<file path="src/common/nand_cmd_pkg.sv">
`default_nettype none

package nand_cmd_pkg;

    // SPI NAND opcodes
    localparam logic [7:0] OP_RESET         = 8'hFF;
    localparam logic [7:0] OP_WRITE_ENABLE  = 8'h06;
    localparam logic [7:0] OP_WRITE_DISABLE = 8'h04;
    localparam logic [7:0] OP_GET_FEATURE   = 8'h0F;    // Opcode, feature addr, MISO data
    localparam logic [7:0] OP_SET_FEATURE   = 8'h1F;    // Opcode, feature addr, MOSI data
    localparam logic [7:0] OP_PAGE_READ     = 8'h13;    // Opcode, 24-bit row address
    localparam logic [7:0] OP_PROG_EXEC     = 8'h10;
    localparam logic [7:0] OP_BLOCK_ERASE   = 8'hD8;

    // SCLK = i_Clk / (2 x CLKS_PER_HALF_BIT), so one byte is 64 clocks
    localparam int CLKS_PER_HALF_BIT = 4;
    localparam int HALF_CNT_W        = $clog2(CLKS_PER_HALF_BIT);

    // CS high time after a frame before the next one may start
    localparam int CS_GAP_CLKS = 8;
    localparam int GAP_CNT_W   = $clog2(CS_GAP_CLKS);

    // Longest frame is opcode plus three row address bytes
    localparam int MAX_FRAME_BYTES = 4;
    localparam int FRAME_CNT_W     = $clog2(MAX_FRAME_BYTES + 1);

    // SPI engine states
    localparam int         ENG_ST_W  = 2;
    localparam logic [1:0] ENG_IDLE  = 2'd0;   // CS high, waiting for first byte
    localparam logic [1:0] ENG_SHIFT = 2'd1;   // Bits moving on MOSI and MISO
    localparam logic [1:0] ENG_TAIL  = 2'd2;   // Final SCLK high half period
    localparam logic [1:0] ENG_GAP   = 2'd3;   // CS high, counting the gap

    // Host address/data word
    // Row commands send it MSB first, feature commands use the low two bytes
    typedef union packed {
        logic [23:0] row;
        struct packed {
            logic [7:0] rsvd;   // Not sent
            logic [7:0] addr;   // Feature register address
            logic [7:0] data;   // SET_FEATURE payload
        } feat;
    } addr_word_u;

endpackage

`default_nettype wire

</file>
<file path="src/common/cmd_cfg_if.sv">
`timescale 1ns/1ps
`default_nettype none

// Latched command from the register block to the byte sequencer
interface cmd_cfg_if import nand_cmd_pkg::*; ();

    logic [7:0]             opcode;
    addr_word_u             addr;
    logic [FRAME_CNT_W-1:0] num_bytes;  // Frame length decoded from opcode
    logic                   start;      // One cycle, frame may begin
    logic                   done;       // One cycle, frame and gap finished

    modport reg_side (
        output opcode, addr, num_bytes, start,
        input  done
    );

    modport seq_side (
        input  opcode, addr, num_bytes, start,
        output done
    );

endinterface

`default_nettype wire

</file>
<file path="src/common/spi_byte_if.sv">
`timescale 1ns/1ps
`default_nettype none

// Byte link between the sequencer and the SPI engine
// A byte moves when tx_valid and tx_ready are both high
interface spi_byte_if;

    logic [7:0] tx_byte;
    logic       tx_valid;       // One cycle, only while tx_ready
    logic       tx_last;        // Byte closes the frame
    logic       tx_ready;       // Engine can take a byte
    logic [7:0] rx_byte;
    logic       rx_valid;       // One cycle per received byte
    logic       frame_done;     // One cycle after CS gap

    modport seq_side (
        output tx_byte, tx_valid, tx_last,
        input  tx_ready, rx_byte, rx_valid, frame_done
    );

    modport eng_side (
        input  tx_byte, tx_valid, tx_last,
        output tx_ready, rx_byte, rx_valid, frame_done
    );

endinterface

`default_nettype wire

</file>
<file path="src/hdl/nand_cmd_reg.sv">
`timescale 1ns/1ps
`default_nettype none

module nand_cmd_reg import nand_cmd_pkg::*; (
    input  wire logic        i_Clk,
    input  wire logic        i_Rst_L,
    input  wire logic [7:0]  i_Command,
    input  wire logic        i_CM_DV,
    input  wire logic [23:0] i_Addr_Data,
    output logic             o_CM_Ready,
    cmd_cfg_if.reg_side      cfg
);

    logic                   r_busy;         // Command in flight until done
    logic                   r_start;
    logic [7:0]             r_opcode;
    addr_word_u             r_addr;
    logic [FRAME_CNT_W-1:0] w_num_bytes;
    logic                   w_accept;

    // Strobes while busy are dropped
    assign w_accept   = i_CM_DV & ~r_busy;
    // Ready drops in the strobe cycle itself
    assign o_CM_Ready = ~r_busy & ~i_CM_DV;

    always_ff @(posedge i_Clk or negedge i_Rst_L) begin
        if (!i_Rst_L) begin
            r_busy  <= 1'b0;
            r_start <= 1'b0;
        end else begin
            r_start <= w_accept;            // Start one cycle after the strobe
            if (w_accept) begin
                r_busy <= 1'b1;
            end else if (cfg.done) begin
                r_busy <= 1'b0;
            end
        end
    end

    always_ff @(posedge i_Clk) begin
        if (w_accept) begin
            r_opcode <= i_Command;
            r_addr   <= i_Addr_Data;
        end
    end

    // Frame length per opcode
    always_comb begin
        case (r_opcode)
            OP_GET_FEATURE, OP_SET_FEATURE:
                w_num_bytes = FRAME_CNT_W'(3);
            OP_PAGE_READ, OP_PROG_EXEC, OP_BLOCK_ERASE:
                w_num_bytes = FRAME_CNT_W'(4);
            default:
                w_num_bytes = FRAME_CNT_W'(1);  // One-byte commands and unknown opcodes
        endcase
    end

    assign cfg.opcode    = r_opcode;
    assign cfg.addr      = r_addr;
    assign cfg.num_bytes = w_num_bytes;
    assign cfg.start     = r_start;

    // A new frame only starts once the previous one has released busy
    a_start_not_busy: assert property (@(posedge i_Clk) disable iff (!i_Rst_L)
        cfg.start |-> !$past(r_busy));

endmodule

`default_nettype wire

</file>
<file path="src/hdl/nand_byte_seq.sv">
`timescale 1ns/1ps
`default_nettype none

module nand_byte_seq import nand_cmd_pkg::*; (
    input  wire logic    i_Clk,
    input  wire logic    i_Rst_L,
    cmd_cfg_if.seq_side  cfg,
    spi_byte_if.seq_side spi,
    output logic [7:0]   o_RX_Feature_Byte,
    output logic         o_RX_Feature_DV
);

    logic [FRAME_CNT_W-1:0] r_tx_idx;       // Next byte to queue
    logic [FRAME_CNT_W-1:0] r_rx_idx;       // Next byte to come back
    logic                   r_sending;      // More bytes left in this frame
    logic                   r_in_frame;
    logic                   r_tx_valid;
    logic                   r_tx_last;
    logic [7:0]             r_tx_byte;
    logic                   r_done;
    logic                   w_issue;
    logic                   w_last_idx;
    logic                   w_feat_hit;
    logic [7:0]             w_byte;

    // Queue a byte whenever the engine has room
    assign w_issue    = (cfg.start | r_sending) & spi.tx_ready & ~r_tx_valid;
    assign w_last_idx = (r_tx_idx == cfg.num_bytes - FRAME_CNT_W'(1));
    // Third received byte of GET_FEATURE is the register value
    assign w_feat_hit = spi.rx_valid & (cfg.opcode == OP_GET_FEATURE)
                      & (r_rx_idx == FRAME_CNT_W'(2));

    // Transmit byte by index
    always_comb begin
        w_byte = 8'h00;
        if (r_tx_idx == '0) begin
            w_byte = cfg.opcode;
        end else begin
            case (cfg.opcode)
                OP_GET_FEATURE:
                    w_byte = (r_tx_idx == FRAME_CNT_W'(1)) ? cfg.addr.feat.addr : 8'h00;
                OP_SET_FEATURE:
                    w_byte = (r_tx_idx == FRAME_CNT_W'(1)) ? cfg.addr.feat.addr
                                                           : cfg.addr.feat.data;
                OP_PAGE_READ, OP_PROG_EXEC, OP_BLOCK_ERASE: begin
                    case (r_tx_idx)
                        FRAME_CNT_W'(1): w_byte = cfg.addr.row[23:16];  // Row high
                        FRAME_CNT_W'(2): w_byte = cfg.addr.row[15:8];
                        default:         w_byte = cfg.addr.row[7:0];    // Row low
                    endcase
                end
                default: w_byte = 8'h00;
            endcase
        end
    end

    always_ff @(posedge i_Clk or negedge i_Rst_L) begin
        if (!i_Rst_L) begin
            r_tx_idx        <= '0;
            r_rx_idx        <= '0;
            r_sending       <= 1'b0;
            r_in_frame      <= 1'b0;
            r_tx_valid      <= 1'b0;
            r_tx_last       <= 1'b0;
            r_done          <= 1'b0;
            o_RX_Feature_DV <= 1'b0;
        end else begin
            r_tx_valid      <= w_issue;
            r_done          <= spi.frame_done & r_in_frame;
            o_RX_Feature_DV <= w_feat_hit;
            if (w_issue) begin
                r_tx_last <= w_last_idx;
                r_sending <= ~w_last_idx;
                r_tx_idx  <= w_last_idx ? '0 : r_tx_idx + FRAME_CNT_W'(1);
            end
            if (cfg.start) begin
                r_in_frame <= 1'b1;
                r_rx_idx   <= '0;
            end else if (spi.frame_done) begin
                r_in_frame <= 1'b0;
            end else if (spi.rx_valid) begin
                r_rx_idx <= r_rx_idx + FRAME_CNT_W'(1);
            end
        end
    end

    always_ff @(posedge i_Clk) begin
        if (w_issue)    r_tx_byte         <= w_byte;
        if (w_feat_hit) o_RX_Feature_Byte <= spi.rx_byte;
    end

    assign spi.tx_byte  = r_tx_byte;
    assign spi.tx_valid = r_tx_valid;
    assign spi.tx_last  = r_tx_last;
    assign cfg.done     = r_done;

    // Engine must still be ready when the registered valid arrives
    a_valid_with_ready: assert property (@(posedge i_Clk) disable iff (!i_Rst_L)
        spi.tx_valid |-> spi.tx_ready);

endmodule

`default_nettype wire

</file>
<file path="src/spi_master/spi_byte_engine.sv">
`timescale 1ns/1ps
`default_nettype none

module spi_byte_engine import nand_cmd_pkg::*; (
    input  wire logic    i_Clk,
    input  wire logic    i_Rst_L,
    spi_byte_if.eng_side spi,
    output logic         o_SPI_Clk,
    output logic         o_SPI_MOSI,
    output logic         o_SPI_CS_n,
    input  wire logic    i_SPI_MISO
);

    logic [ENG_ST_W-1:0]   r_state;
    logic [HALF_CNT_W-1:0] r_half_cnt;     // Clocks inside a half bit
    logic [3:0]            r_edge_cnt;     // Even is falling, odd is rising
    logic [GAP_CNT_W-1:0]  r_gap_cnt;
    logic                  r_tx_ready;
    logic                  r_last;         // Byte in the shifter ends the frame
    logic                  r_pend;         // Next byte held for the byte boundary
    logic                  r_pend_last;
    logic                  r_rx_valid;
    logic                  r_frame_done;
    logic [7:0]            r_tx_shift;
    logic [7:0]            r_pend_byte;
    logic [7:0]            r_rx_shift;
    logic [7:0]            r_rx_byte;
    logic                  w_accept;
    logic                  w_tick;
    logic                  w_edge;
    logic                  w_fall;
    logic                  w_rise;
    logic                  w_byte_end;
    logic                  w_has_next;

    assign w_accept   = spi.tx_valid & r_tx_ready;
    assign w_tick     = (r_half_cnt == HALF_CNT_W'(CLKS_PER_HALF_BIT - 1));
    assign w_edge     = (r_state == ENG_SHIFT) & w_tick;
    assign w_fall     = w_edge & ~r_edge_cnt[0];            // MOSI changes
    assign w_rise     = w_edge &  r_edge_cnt[0];            // MISO sampled
    assign w_byte_end = w_rise & (r_edge_cnt == 4'hF);
    assign w_has_next = r_pend | w_accept;                  // Byte taken on the boundary counts

    always_ff @(posedge i_Clk or negedge i_Rst_L) begin
        if (!i_Rst_L) begin
            r_state      <= ENG_IDLE;
            r_half_cnt   <= '0;
            r_edge_cnt   <= '0;
            r_gap_cnt    <= '0;
            r_tx_ready   <= 1'b1;
            r_last       <= 1'b0;
            r_pend       <= 1'b0;
            r_pend_last  <= 1'b0;
            r_rx_valid   <= 1'b0;
            r_frame_done <= 1'b0;
            o_SPI_Clk    <= 1'b1;       // Mode 3 idles high
            o_SPI_CS_n   <= 1'b1;
            o_SPI_MOSI   <= 1'b1;
        end else begin
            r_rx_valid   <= 1'b0;
            r_frame_done <= 1'b0;
            case (r_state)
                ENG_IDLE: begin
                    if (w_accept) begin
                        o_SPI_CS_n <= 1'b0;             // CS falls next cycle
                        r_state    <= ENG_SHIFT;
                        r_half_cnt <= '0;
                        r_edge_cnt <= '0;
                        r_last     <= spi.tx_last;
                        r_tx_ready <= 1'b0;
                    end
                end
                ENG_SHIFT: begin
                    r_half_cnt <= w_tick ? '0 : r_half_cnt + HALF_CNT_W'(1);
                    r_tx_ready <= ~r_last & ~r_pend;    // Room for one queued byte
                    if (w_accept) begin
                        r_pend      <= 1'b1;
                        r_pend_last <= spi.tx_last;
                        r_tx_ready  <= 1'b0;
                    end
                    if (w_fall) begin
                        o_SPI_Clk  <= 1'b0;
                        o_SPI_MOSI <= r_tx_shift[~r_edge_cnt[3:1]];  // MSB first
                    end
                    if (w_rise) o_SPI_Clk <= 1'b1;
                    if (w_edge) r_edge_cnt <= r_edge_cnt + 4'd1;
                    if (w_byte_end) begin
                        r_rx_valid <= 1'b1;
                        r_tx_ready <= 1'b0;
                        if (w_has_next) begin
                            r_last <= r_pend ? r_pend_last : spi.tx_last;
                            r_pend <= 1'b0;             // Keep CS low, next byte
                        end else begin
                            r_state <= ENG_TAIL;        // End of frame
                        end
                    end
                end
                ENG_TAIL: begin
                    r_half_cnt <= r_half_cnt + HALF_CNT_W'(1);
                    if (w_tick) begin
                        o_SPI_CS_n <= 1'b1;
                        r_state    <= ENG_GAP;
                        r_gap_cnt  <= '0;
                        r_half_cnt <= '0;
                    end
                end
                default: begin  // ENG_GAP
                    r_gap_cnt <= r_gap_cnt + GAP_CNT_W'(1);
                    if (r_gap_cnt == GAP_CNT_W'(CS_GAP_CLKS - 1)) begin
                        r_frame_done <= 1'b1;
                        r_tx_ready   <= 1'b1;
                        r_state      <= ENG_IDLE;
                    end
                end
            endcase
        end
    end

    // Shift data
    always_ff @(posedge i_Clk) begin
        if (w_accept && r_state == ENG_IDLE) r_tx_shift  <= spi.tx_byte;
        if (w_accept && r_state != ENG_IDLE) r_pend_byte <= spi.tx_byte;
        if (w_byte_end && w_has_next) begin
            r_tx_shift <= r_pend ? r_pend_byte : spi.tx_byte;
        end
        if (w_rise)     r_rx_shift <= {r_rx_shift[6:0], i_SPI_MISO};
        if (w_byte_end) r_rx_byte  <= {r_rx_shift[6:0], i_SPI_MISO};
    end

    assign spi.tx_ready   = r_tx_ready;
    assign spi.rx_byte    = r_rx_byte;
    assign spi.rx_valid   = r_rx_valid;
    assign spi.frame_done = r_frame_done;

    // SCLK parks high whenever the device is deselected
    a_sclk_idle_high: assert property (@(posedge i_Clk) disable iff (!i_Rst_L)
        o_SPI_CS_n |-> o_SPI_Clk);

    // Received bytes only come out inside a frame
    a_rx_in_frame: assert property (@(posedge i_Clk) disable iff (!i_Rst_L)
        spi.rx_valid |-> !o_SPI_CS_n);

endmodule

`default_nettype wire

</file>
<file path="src/hdl/nand_cmd_top.sv">
`timescale 1ns/1ps
`default_nettype none

module nand_cmd_top (
    input  wire logic        i_Clk,
    input  wire logic        i_Rst_L,

    // Host command port
    input  wire logic [7:0]  i_Command,
    input  wire logic        i_CM_DV,          // One-cycle strobe, honoured while ready
    input  wire logic [23:0] i_Addr_Data,
    output logic             o_CM_Ready,

    // SPI pins, mode 3
    output logic             o_SPI_Clk,
    output logic             o_SPI_MOSI,
    output logic             o_SPI_CS_n,
    input  wire logic        i_SPI_MISO,

    // GET_FEATURE result
    output logic [7:0]       o_RX_Feature_Byte,
    output logic             o_RX_Feature_DV
);

    cmd_cfg_if  u_cfg ();   // Register block to sequencer
    spi_byte_if u_spi ();   // Sequencer to SPI engine

    nand_cmd_reg u_cmd_reg (
        .i_Clk       (i_Clk),
        .i_Rst_L     (i_Rst_L),
        .i_Command   (i_Command),
        .i_CM_DV     (i_CM_DV),
        .i_Addr_Data (i_Addr_Data),
        .o_CM_Ready  (o_CM_Ready),
        .cfg         (u_cfg.reg_side)
    );

    nand_byte_seq u_byte_seq (
        .i_Clk             (i_Clk),
        .i_Rst_L           (i_Rst_L),
        .cfg               (u_cfg.seq_side),
        .spi               (u_spi.seq_side),
        .o_RX_Feature_Byte (o_RX_Feature_Byte),
        .o_RX_Feature_DV   (o_RX_Feature_DV)
    );

    spi_byte_engine u_spi_engine (
        .i_Clk      (i_Clk),
        .i_Rst_L    (i_Rst_L),
        .spi        (u_spi.eng_side),
        .o_SPI_Clk  (o_SPI_Clk),
        .o_SPI_MOSI (o_SPI_MOSI),
        .o_SPI_CS_n (o_SPI_CS_n),
        .i_SPI_MISO (i_SPI_MISO)
    );

endmodule

`default_nettype wire

</file>
<file path="config.mk">
export PLATFORM = sky130hd
export DESIGN_NAME = nand_cmd_top
export DESIGN_NICKNAME = d
export VERILOG_FILES = /design/src/common/nand_cmd_pkg.sv /design/src/common/cmd_cfg_if.sv /design/src/common/spi_byte_if.sv /design/src/hdl/nand_cmd_reg.sv /design/src/hdl/nand_byte_seq.sv /design/src/spi_master/spi_byte_engine.sv /design/src/hdl/nand_cmd_top.sv
export SDC_FILE = /design/constraint.sdc
export NUM_CORES = 1
export LEC_CHECK = 0
export BUFFER_PORTS_ARGS = -buffer_cell sky130_fd_sc_hd__buf_2
export CAP_MARGIN = 20
export CORE_UTILIZATION = 23
export CTS_BUF_LIST = sky130_fd_sc_hd__clkbuf_4 sky130_fd_sc_hd__clkbuf_8
export DETAILED_ROUTE_END_ITERATION = 16
export SYNTH_ARGS = -nofsm -noshare
export SYNTH_HDL_FRONTEND = slang
export SYNTH_SLANG_ARGS = --single-unit
</file>
<file path="constraint.sdc">
create_clock -name i_Clk -period 3.1 [get_ports i_Clk]
set_clock_uncertainty 0.2 [all_clocks]
set_input_delay 0.31 -clock i_Clk [delete_from_list [all_inputs] [get_ports i_Clk]]
set_output_delay 0.31 -clock i_Clk [all_outputs]
set_load 0.005 [all_outputs]
</file>
Yosys cells after proc, flatten, opt, wreduce, memory -nomap -nowiden

Index checks and enable logic that the tools add are counted.
Widths: inputs -> output; s select.

Word-level logic and storage cells: 170
Bits in read-only memories: 0
RAM bits: 0
Flip-flop bits (word level): 113
Output and inout port bits: 13
Input port bits: 36
Latch bits: 0
Memories: 0

Reduce and logical (&&, ||, !) cells: 32
Bitwise gates (word level): 25
Mux-type cells: 54
Shift operators: 0
Equal/unequal tests: 21
Divide/modulo/power cells: 0
$mul: 0
Add/subtract/negate cells: 6
Order comparisons: 1

Operators by type and width:

| cell                | count |
|---|---|
| $mux 8              | 6 |
| $eq 8x5->1 const B  | 3 |
| $pmux 8 s3          | 1 |
| $mux 1              | 23 |
| $reduce_bool 2->1   | 9 |
| $pmux 8 s2          | 1 |
| $mux 3              | 5 |
| $mux 2              | 7 |
| $and 1x1->1         | 13 |
| $pmux 3 s2          | 2 |
| $reduce_and 2->1    | 6 |
| $ne 2x1->1 const B  | 5 |
| $add 3x1->3 const B | 3 |
| $not 1->1           | 9 |
| $reduce_and 3->1    | 3 |
| $eq 8x4->1 const B  | 1 |
| $eq 8x8->1 const B  | 1 |
| $mux 4              | 2 |
| $pmux 4 s2          | 1 |
| $eq 3x2->1 const B  | 2 |
| $pmux 2 s3          | 1 |
| $reduce_or 2->1     | 3 |
| $reduce_or 3->1     | 2 |
| $reduce_and 5->1    | 1 |
| other kinds (23)    | 29 |

Longest topological paths before layout

Word-level depth: 6
Gate-level depth with buffers: 8
Mapped depth without buffers: 7

By module

Synthesis repeated with hierarchy kept, for this count alone.

Cell total of the unflattened synthesis: 373
Area, all modules: 5023.6 µm²

By module, submodules not included:

| module          | times used | sequential area each (µm²) | area each (µm²) | cells an instance |
|---|---|---|---|---|
| spi_byte_engine | 1          | 1436.4                     | 2214.6          | 158 |
| nand_byte_seq   | 1          | 780.7                      | 1712.9          | 168 |
| nand_cmd_reg    | 1          | 1011.0                     | 1096.1          | 47 |

Worst setup path before layout

Ideal clock, no wire load.

Path type: reg-to-reg
Start point: reg u_cmd_reg.r_opcode[6], in the netlist u_cmd_reg.cfg.opcode[6]
End point: reg u_byte_seq.o_RX_Feature_Byte[0], enable pin
Setup slack: 0.597 ns
Cell stages (with the launch flop): 4
Data arrival time: 1.906 ns
Required time: 2.503 ns
Clock period less this slack: 2.503 ns
Buffers on the path: 0
Setup time: 0.397 ns
Cell sequence: edfxtp_1 -> and4bb_2 -> nand3_1 -> nor4_1

Cells in the longest elaborated chain, start to end: 3

Ends and longest elaborated chain:

| element                   | RTL line            | RTL |
|---|---|---|
| start, declared           | nand_cmd_reg.sv:16  | `logic [7:0] r_opcode;` |
| start signal, assigned    | nand_cmd_reg.sv:42  | `r_opcode <= i_Command;` |
| $eq 8x4->1                | nand_byte_seq.sv:30 | `assign w_feat_hit = spi.rx_valid & (cfg.opcode == OP_GET_FEATURE)` |
| $and 1x1->1               | nand_byte_seq.sv:30 |  |
| $and 1x1->1               | nand_byte_seq.sv:31 | `& (r_rx_idx == FRAME_CNT_W'(2));` |
| net u_byte_seq.w_feat_hit | nand_byte_seq.sv:23 | `logic w_feat_hit;` |
| end signal, assigned      | nand_byte_seq.sv:89 | `if (w_feat_hit) o_RX_Feature_Byte <= spi.rx_byte;` |
| end, declared             | nand_byte_seq.sv:9  | `output logic [7:0] o_RX_Feature_Byte,` |

The timed path passes the listed nets, and every way through them passes these cells.
A chain may end at the register's enable or synchronous reset.

Final worst setup path

Start point: reg u_spi_engine.r_state[1]
End point: reg u_spi_engine.r_tx_shift[3], enable pin

Cells in the longest elaborated chain, start to end: 6
Elaborated cells between the ends (all ways): 8
Classes of those cells: eq/ne: 1; bitwise: 3; reduce/logical: 4

Ends and longest elaborated chain:

| element                     | RTL line               | RTL |
|---|---|---|
| start, declared             | spi_byte_engine.sv:14  | `logic [ENG_ST_W-1:0] r_state;` |
| start signal, assigned      | spi_byte_engine.sv:46  | `r_state <= ENG_IDLE;` |
| start signal, assigned      | spi_byte_engine.sv:66  | `r_state <= ENG_SHIFT;` |
| start signal, assigned      | spi_byte_engine.sv:94  | `r_state <= ENG_TAIL;` |
| $eq 2x1->1                  | spi_byte_engine.sv:38  | `assign w_edge = (r_state == ENG_SHIFT) & w_tick;` |
| $and 1x1->1                 | spi_byte_engine.sv:38  |  |
| $and 1x1->1                 | spi_byte_engine.sv:40  | `assign w_rise = w_edge & r_edge_cnt[0];` |
| $and 1x1->1                 | spi_byte_engine.sv:41  | `assign w_byte_end = w_rise & (r_edge_cnt == 4'hF);` |
| net u_spi_engine.w_byte_end | spi_byte_engine.sv:33  | `logic w_byte_end;` |
| $logic_and 1x1->1           | spi_byte_engine.sv:123 | `if (w_byte_end && w_has_next) begin` |
| $reduce_bool 2->1 (no line) | --                     |  |
| end signal, assigned        | spi_byte_engine.sv:121 | `if (w_accept && r_state == ENG_IDLE) r_tx_shift <= spi.tx_byte;` |
| end signal, assigned        | spi_byte_engine.sv:124 | `r_tx_shift <= r_pend ? r_pend_byte : spi.tx_byte;` |
| end, declared               | spi_byte_engine.sv:24  | `logic [7:0] r_tx_shift;` |

The timed path passes the listed nets, and every way through them passes these cells.

==> impl_metrics.toml <==
[setup_path]
startpoint = "u_spi_engine.r_state[1]"
rr_startpoint = "u_spi_engine.r_state[1]"
cp_max_fo = 17
worstPathCellList = "inv_1 > ha_1 > nand3_1 > nor2_2 > buf_4 > nand2_1 > nand2_1"
critical_path_class = "reg2reg"
critPathSlowestCell = "ha_1"
cpMostUsedCell = "nand2_1"
critPathArrivalTime_ns = 2.39
critPathMaxStageDelay_ns = 0.51
cp_data_required_time_ns = 2.99
end_kind = "register"
startpoint_type = "register"

[placement]
hpwl_um = 6370
port_buffers = 48
gp_congestion = 0.833

[drt]
wirelength_um = 9460
firstDrtPassIters = 4
wl_per_cell_um = 13.1
ant_nets = 0
drtIter0Drc = 270
remaining_drc_errors = 0
vias = 3094
drt-vias-per-instance = 4.28

[timing]
holdWs_ns = 0.221
tns_ns = 0
finalHoldViolCount = 0
rsz0062_at_grt = "no"
slew_headroom_pct = 47.1
setup_viol = 0
post-route-period-util_pct = 80.7
maxSlewViolCount = 0
fmax_mhz = 400
worst_slew_pin_slew_ns = 0.794
period_minus_slack_ns = 2.50

[clock_network]
clk_latency_ns = 0.43
cts_root_buf = "clkbuf_8"
cts_tree = "yes"
cts_sinks = 113
cts_setup_buffers = 0
cts_buffer_depth = 2
cts.clk_slew.worst_paths_ns = 0.07
cts_made_buffers = 17
htree_levels = 4

[yosys]
syn_inst = 344
synthAdderAreaFrac_pct = 3.68
synth_nets = 394
ys_seq_area_share_pct = 67.7
synthMuxAreaShare_pct = 4.86
synth_top_cell_by_area = "edfxtp_1"
ys_seq_elements = 113
synth.distinct_cells = 48
synth_edf_count = 79
ys_async_sr_fraction_pct = 30.1
synth_top_cells_by_area = "edfxtp_1 (50%), dfrtp_1 (16%), ha_1 (3.7%)"
yosysWarnings = 0
synth_top_area_share_pct = 49.8
synth_ff_type = "edfxtp_1"
avgSynthCellArea_um2 = 13.9
synthSimpleGateAreaFrac_pct = 10.6
synth_top_family_by_area = "compound AO/OA/AOI/OAI gates"
synth_xor_area_share_pct = 0.368
synth-compound-area-share_pct = 11.2
syn_area_mm2 = 0.00477

[finish]
fin_nets = 490
multiInputGateArea_mm2 = 0.00147
area_delta_synth_final_pct = 29.0
antenna_cells = 0
mostFrequentLayoutCell = "edfxtp_1"
final_util_pct = 30.3
fillerInstances = 2022
regArea_mm2 = 0.00323
final_cell_mix = "edfxtp_1 (79), buf_2 (48), nand2_1 (36), dlygate4sd3_1 (35), dfrtp_1 (30)"
drive_gt1_share_pct = 23.0

[floorplanning]
die_w_um = 146
core_mm2 = 0.0203
dieArea_mm2 = 0.0213
initial_core_util_pct = 23.5
row_count = 52
ios = 49
fp.dieH_um = 146

[global_routing]
grt_usage_pct = 9.47
grt_remaining_overflow = 0
grt_pass1_vias = 3135
grt_max_degree = 35
grt_pass1_wl_um = 15600
grt_antenna_before_repair = 0

[power_and_ir_drop]
ir_drop_mv = 0.302
power.total_mw = 3.26
pwr_density_cell_mw_per_mm2 = 531
leakage_nw = 2.37

[worst_hold_path]
hold_path.class = "reg2reg"
min_from = "u_spi_engine.spi.rx_byte[5]"

[outcome]
outcome = "complete, no violations"

[run]
drv_cap = 0
-- metrics by stage --
| step | cell area, um^2 | cells | worst slack, ns |
|---|---|---|---|
| finish | 6150 | 723 | 0.597 |
| global route | 6150 | 723 | 0.383 |
| CTS | 6150 | 723 | 0.603 |
| detailed placement | 5340 | 656 | 0.617 |
| global placement | 5340 | 656 | 0.744 |
| floorplan | 4770 | 344 | 0.597 |
-- synthesized netlist by cell type (3+ instances only) --
cell,count
nor2_1,17
edfxtp_1,79
inv_1,11
nor3_1,6
dfrtp_1,30
dfstp_2,4
ha_1,14
o21ai_1,12
a222oi_1,3
a21oi_1,15
mux2_2,3
a21o_1,5
o21ai_0,5
and2_1,4
o22ai_1,3
nor2b_1,6
mux2i_1,4
nand2b_1,5
a221oi_2,4
o31ai_1,3
nand3_1,15
clkbuf_1,7
a22o_1,14
mux2_1,10
nand2_1,36
-- critical path: cells and delay by family (launching register included) --
family	cells	cell delay, ns
fa+ha+maj	1	0.51
buf+inv	2	0.31
flops	1	0.42
simple gates	4	0.73
-- logic make-up after synthesis --
logic type | Yosys count
compound gates | 73
buf+inv | 20
xor+xnor | 2
fa+ha+maj | 14
flops | 113
simple gates | 103
mux | 19
-- registers in the layout (all words and copies together) (netlist names), 2 cells and up --
name,count
u_spi_engine.r_rx_shift,7
u_spi_engine.r_state,2
u_spi_engine.r_pend_byte,8
u_cmd_reg.cfg.opcode,8
u_byte_seq.r_tx_idx,3
u_spi_engine.r_gap_cnt,3
u_byte_seq.spi.tx_byte,8
u_cmd_reg.cfg.addr,24
u_byte_seq.r_rx_idx,3
u_spi_engine.r_half_cnt,2
u_spi_engine.spi.rx_byte,8
u_byte_seq.o_RX_Feature_Byte,8
u_spi_engine.r_tx_shift,8
u_spi_engine.r_edge_cnt,4
-- final timing paths --
kind | cells past startpoint | slack [ns] | end
min in group asynchronous | 2 | 0.32 | u_cmd_reg.r_busy
hold / removal | 0 | 0.22 | u_byte_seq.o_RX_Feature_Byte[5]
max in group asynchronous | 2 | 1.87 | u_byte_seq.r_sending
setup reg to reg | 7 | 0.60 | u_spi_engine.r_tx_shift[3]
hold reg to reg | 0 | 0.22 | u_byte_seq.o_RX_Feature_Byte[5]
setup / recovery | 7 | 0.60 | u_spi_engine.r_tx_shift[3]
-- where the power goes --
| part | switching [mW] | internal [mW] | total, mW |
|---|---|---|---|
| registers | 0.000426 | 1.61 | 1.61 |
| logic | 0.0214 | 0.0448 | 0.0661 |
| clock network | 0.585 | 1.00 | 1.59 |
| total | 0.606 | 2.66 | 3.26 |
-- area by class of cell --
type	instances	share of cell area [%]
Inverter	11	0.672
Tap cell	270	5.50
Clock buffer	22	4.42
Multi-Input combinational cell	211	23.9
Sequential cell	113	52.5
Timing Repair Buffer	86	9.98
Clock inverter	10	3.01
-- layer usage --
layer,GRT usage [%],share of wire [%],vias up
li1,-,-,1484
met1,11.4,45,1516
met2,15.5,49,82
met3,3.04,4.4,12
met4,4.11,1.4,0
met5,0,0,-
-- timing repair --
item,in CTS,in global routing
setup endpoints to repair,0,0
endpoints found under the hold margin,65,0
gates resized for setup,0,0
hold buffers,35,0
Note: power is estimated with default switching activity, not from simulation.
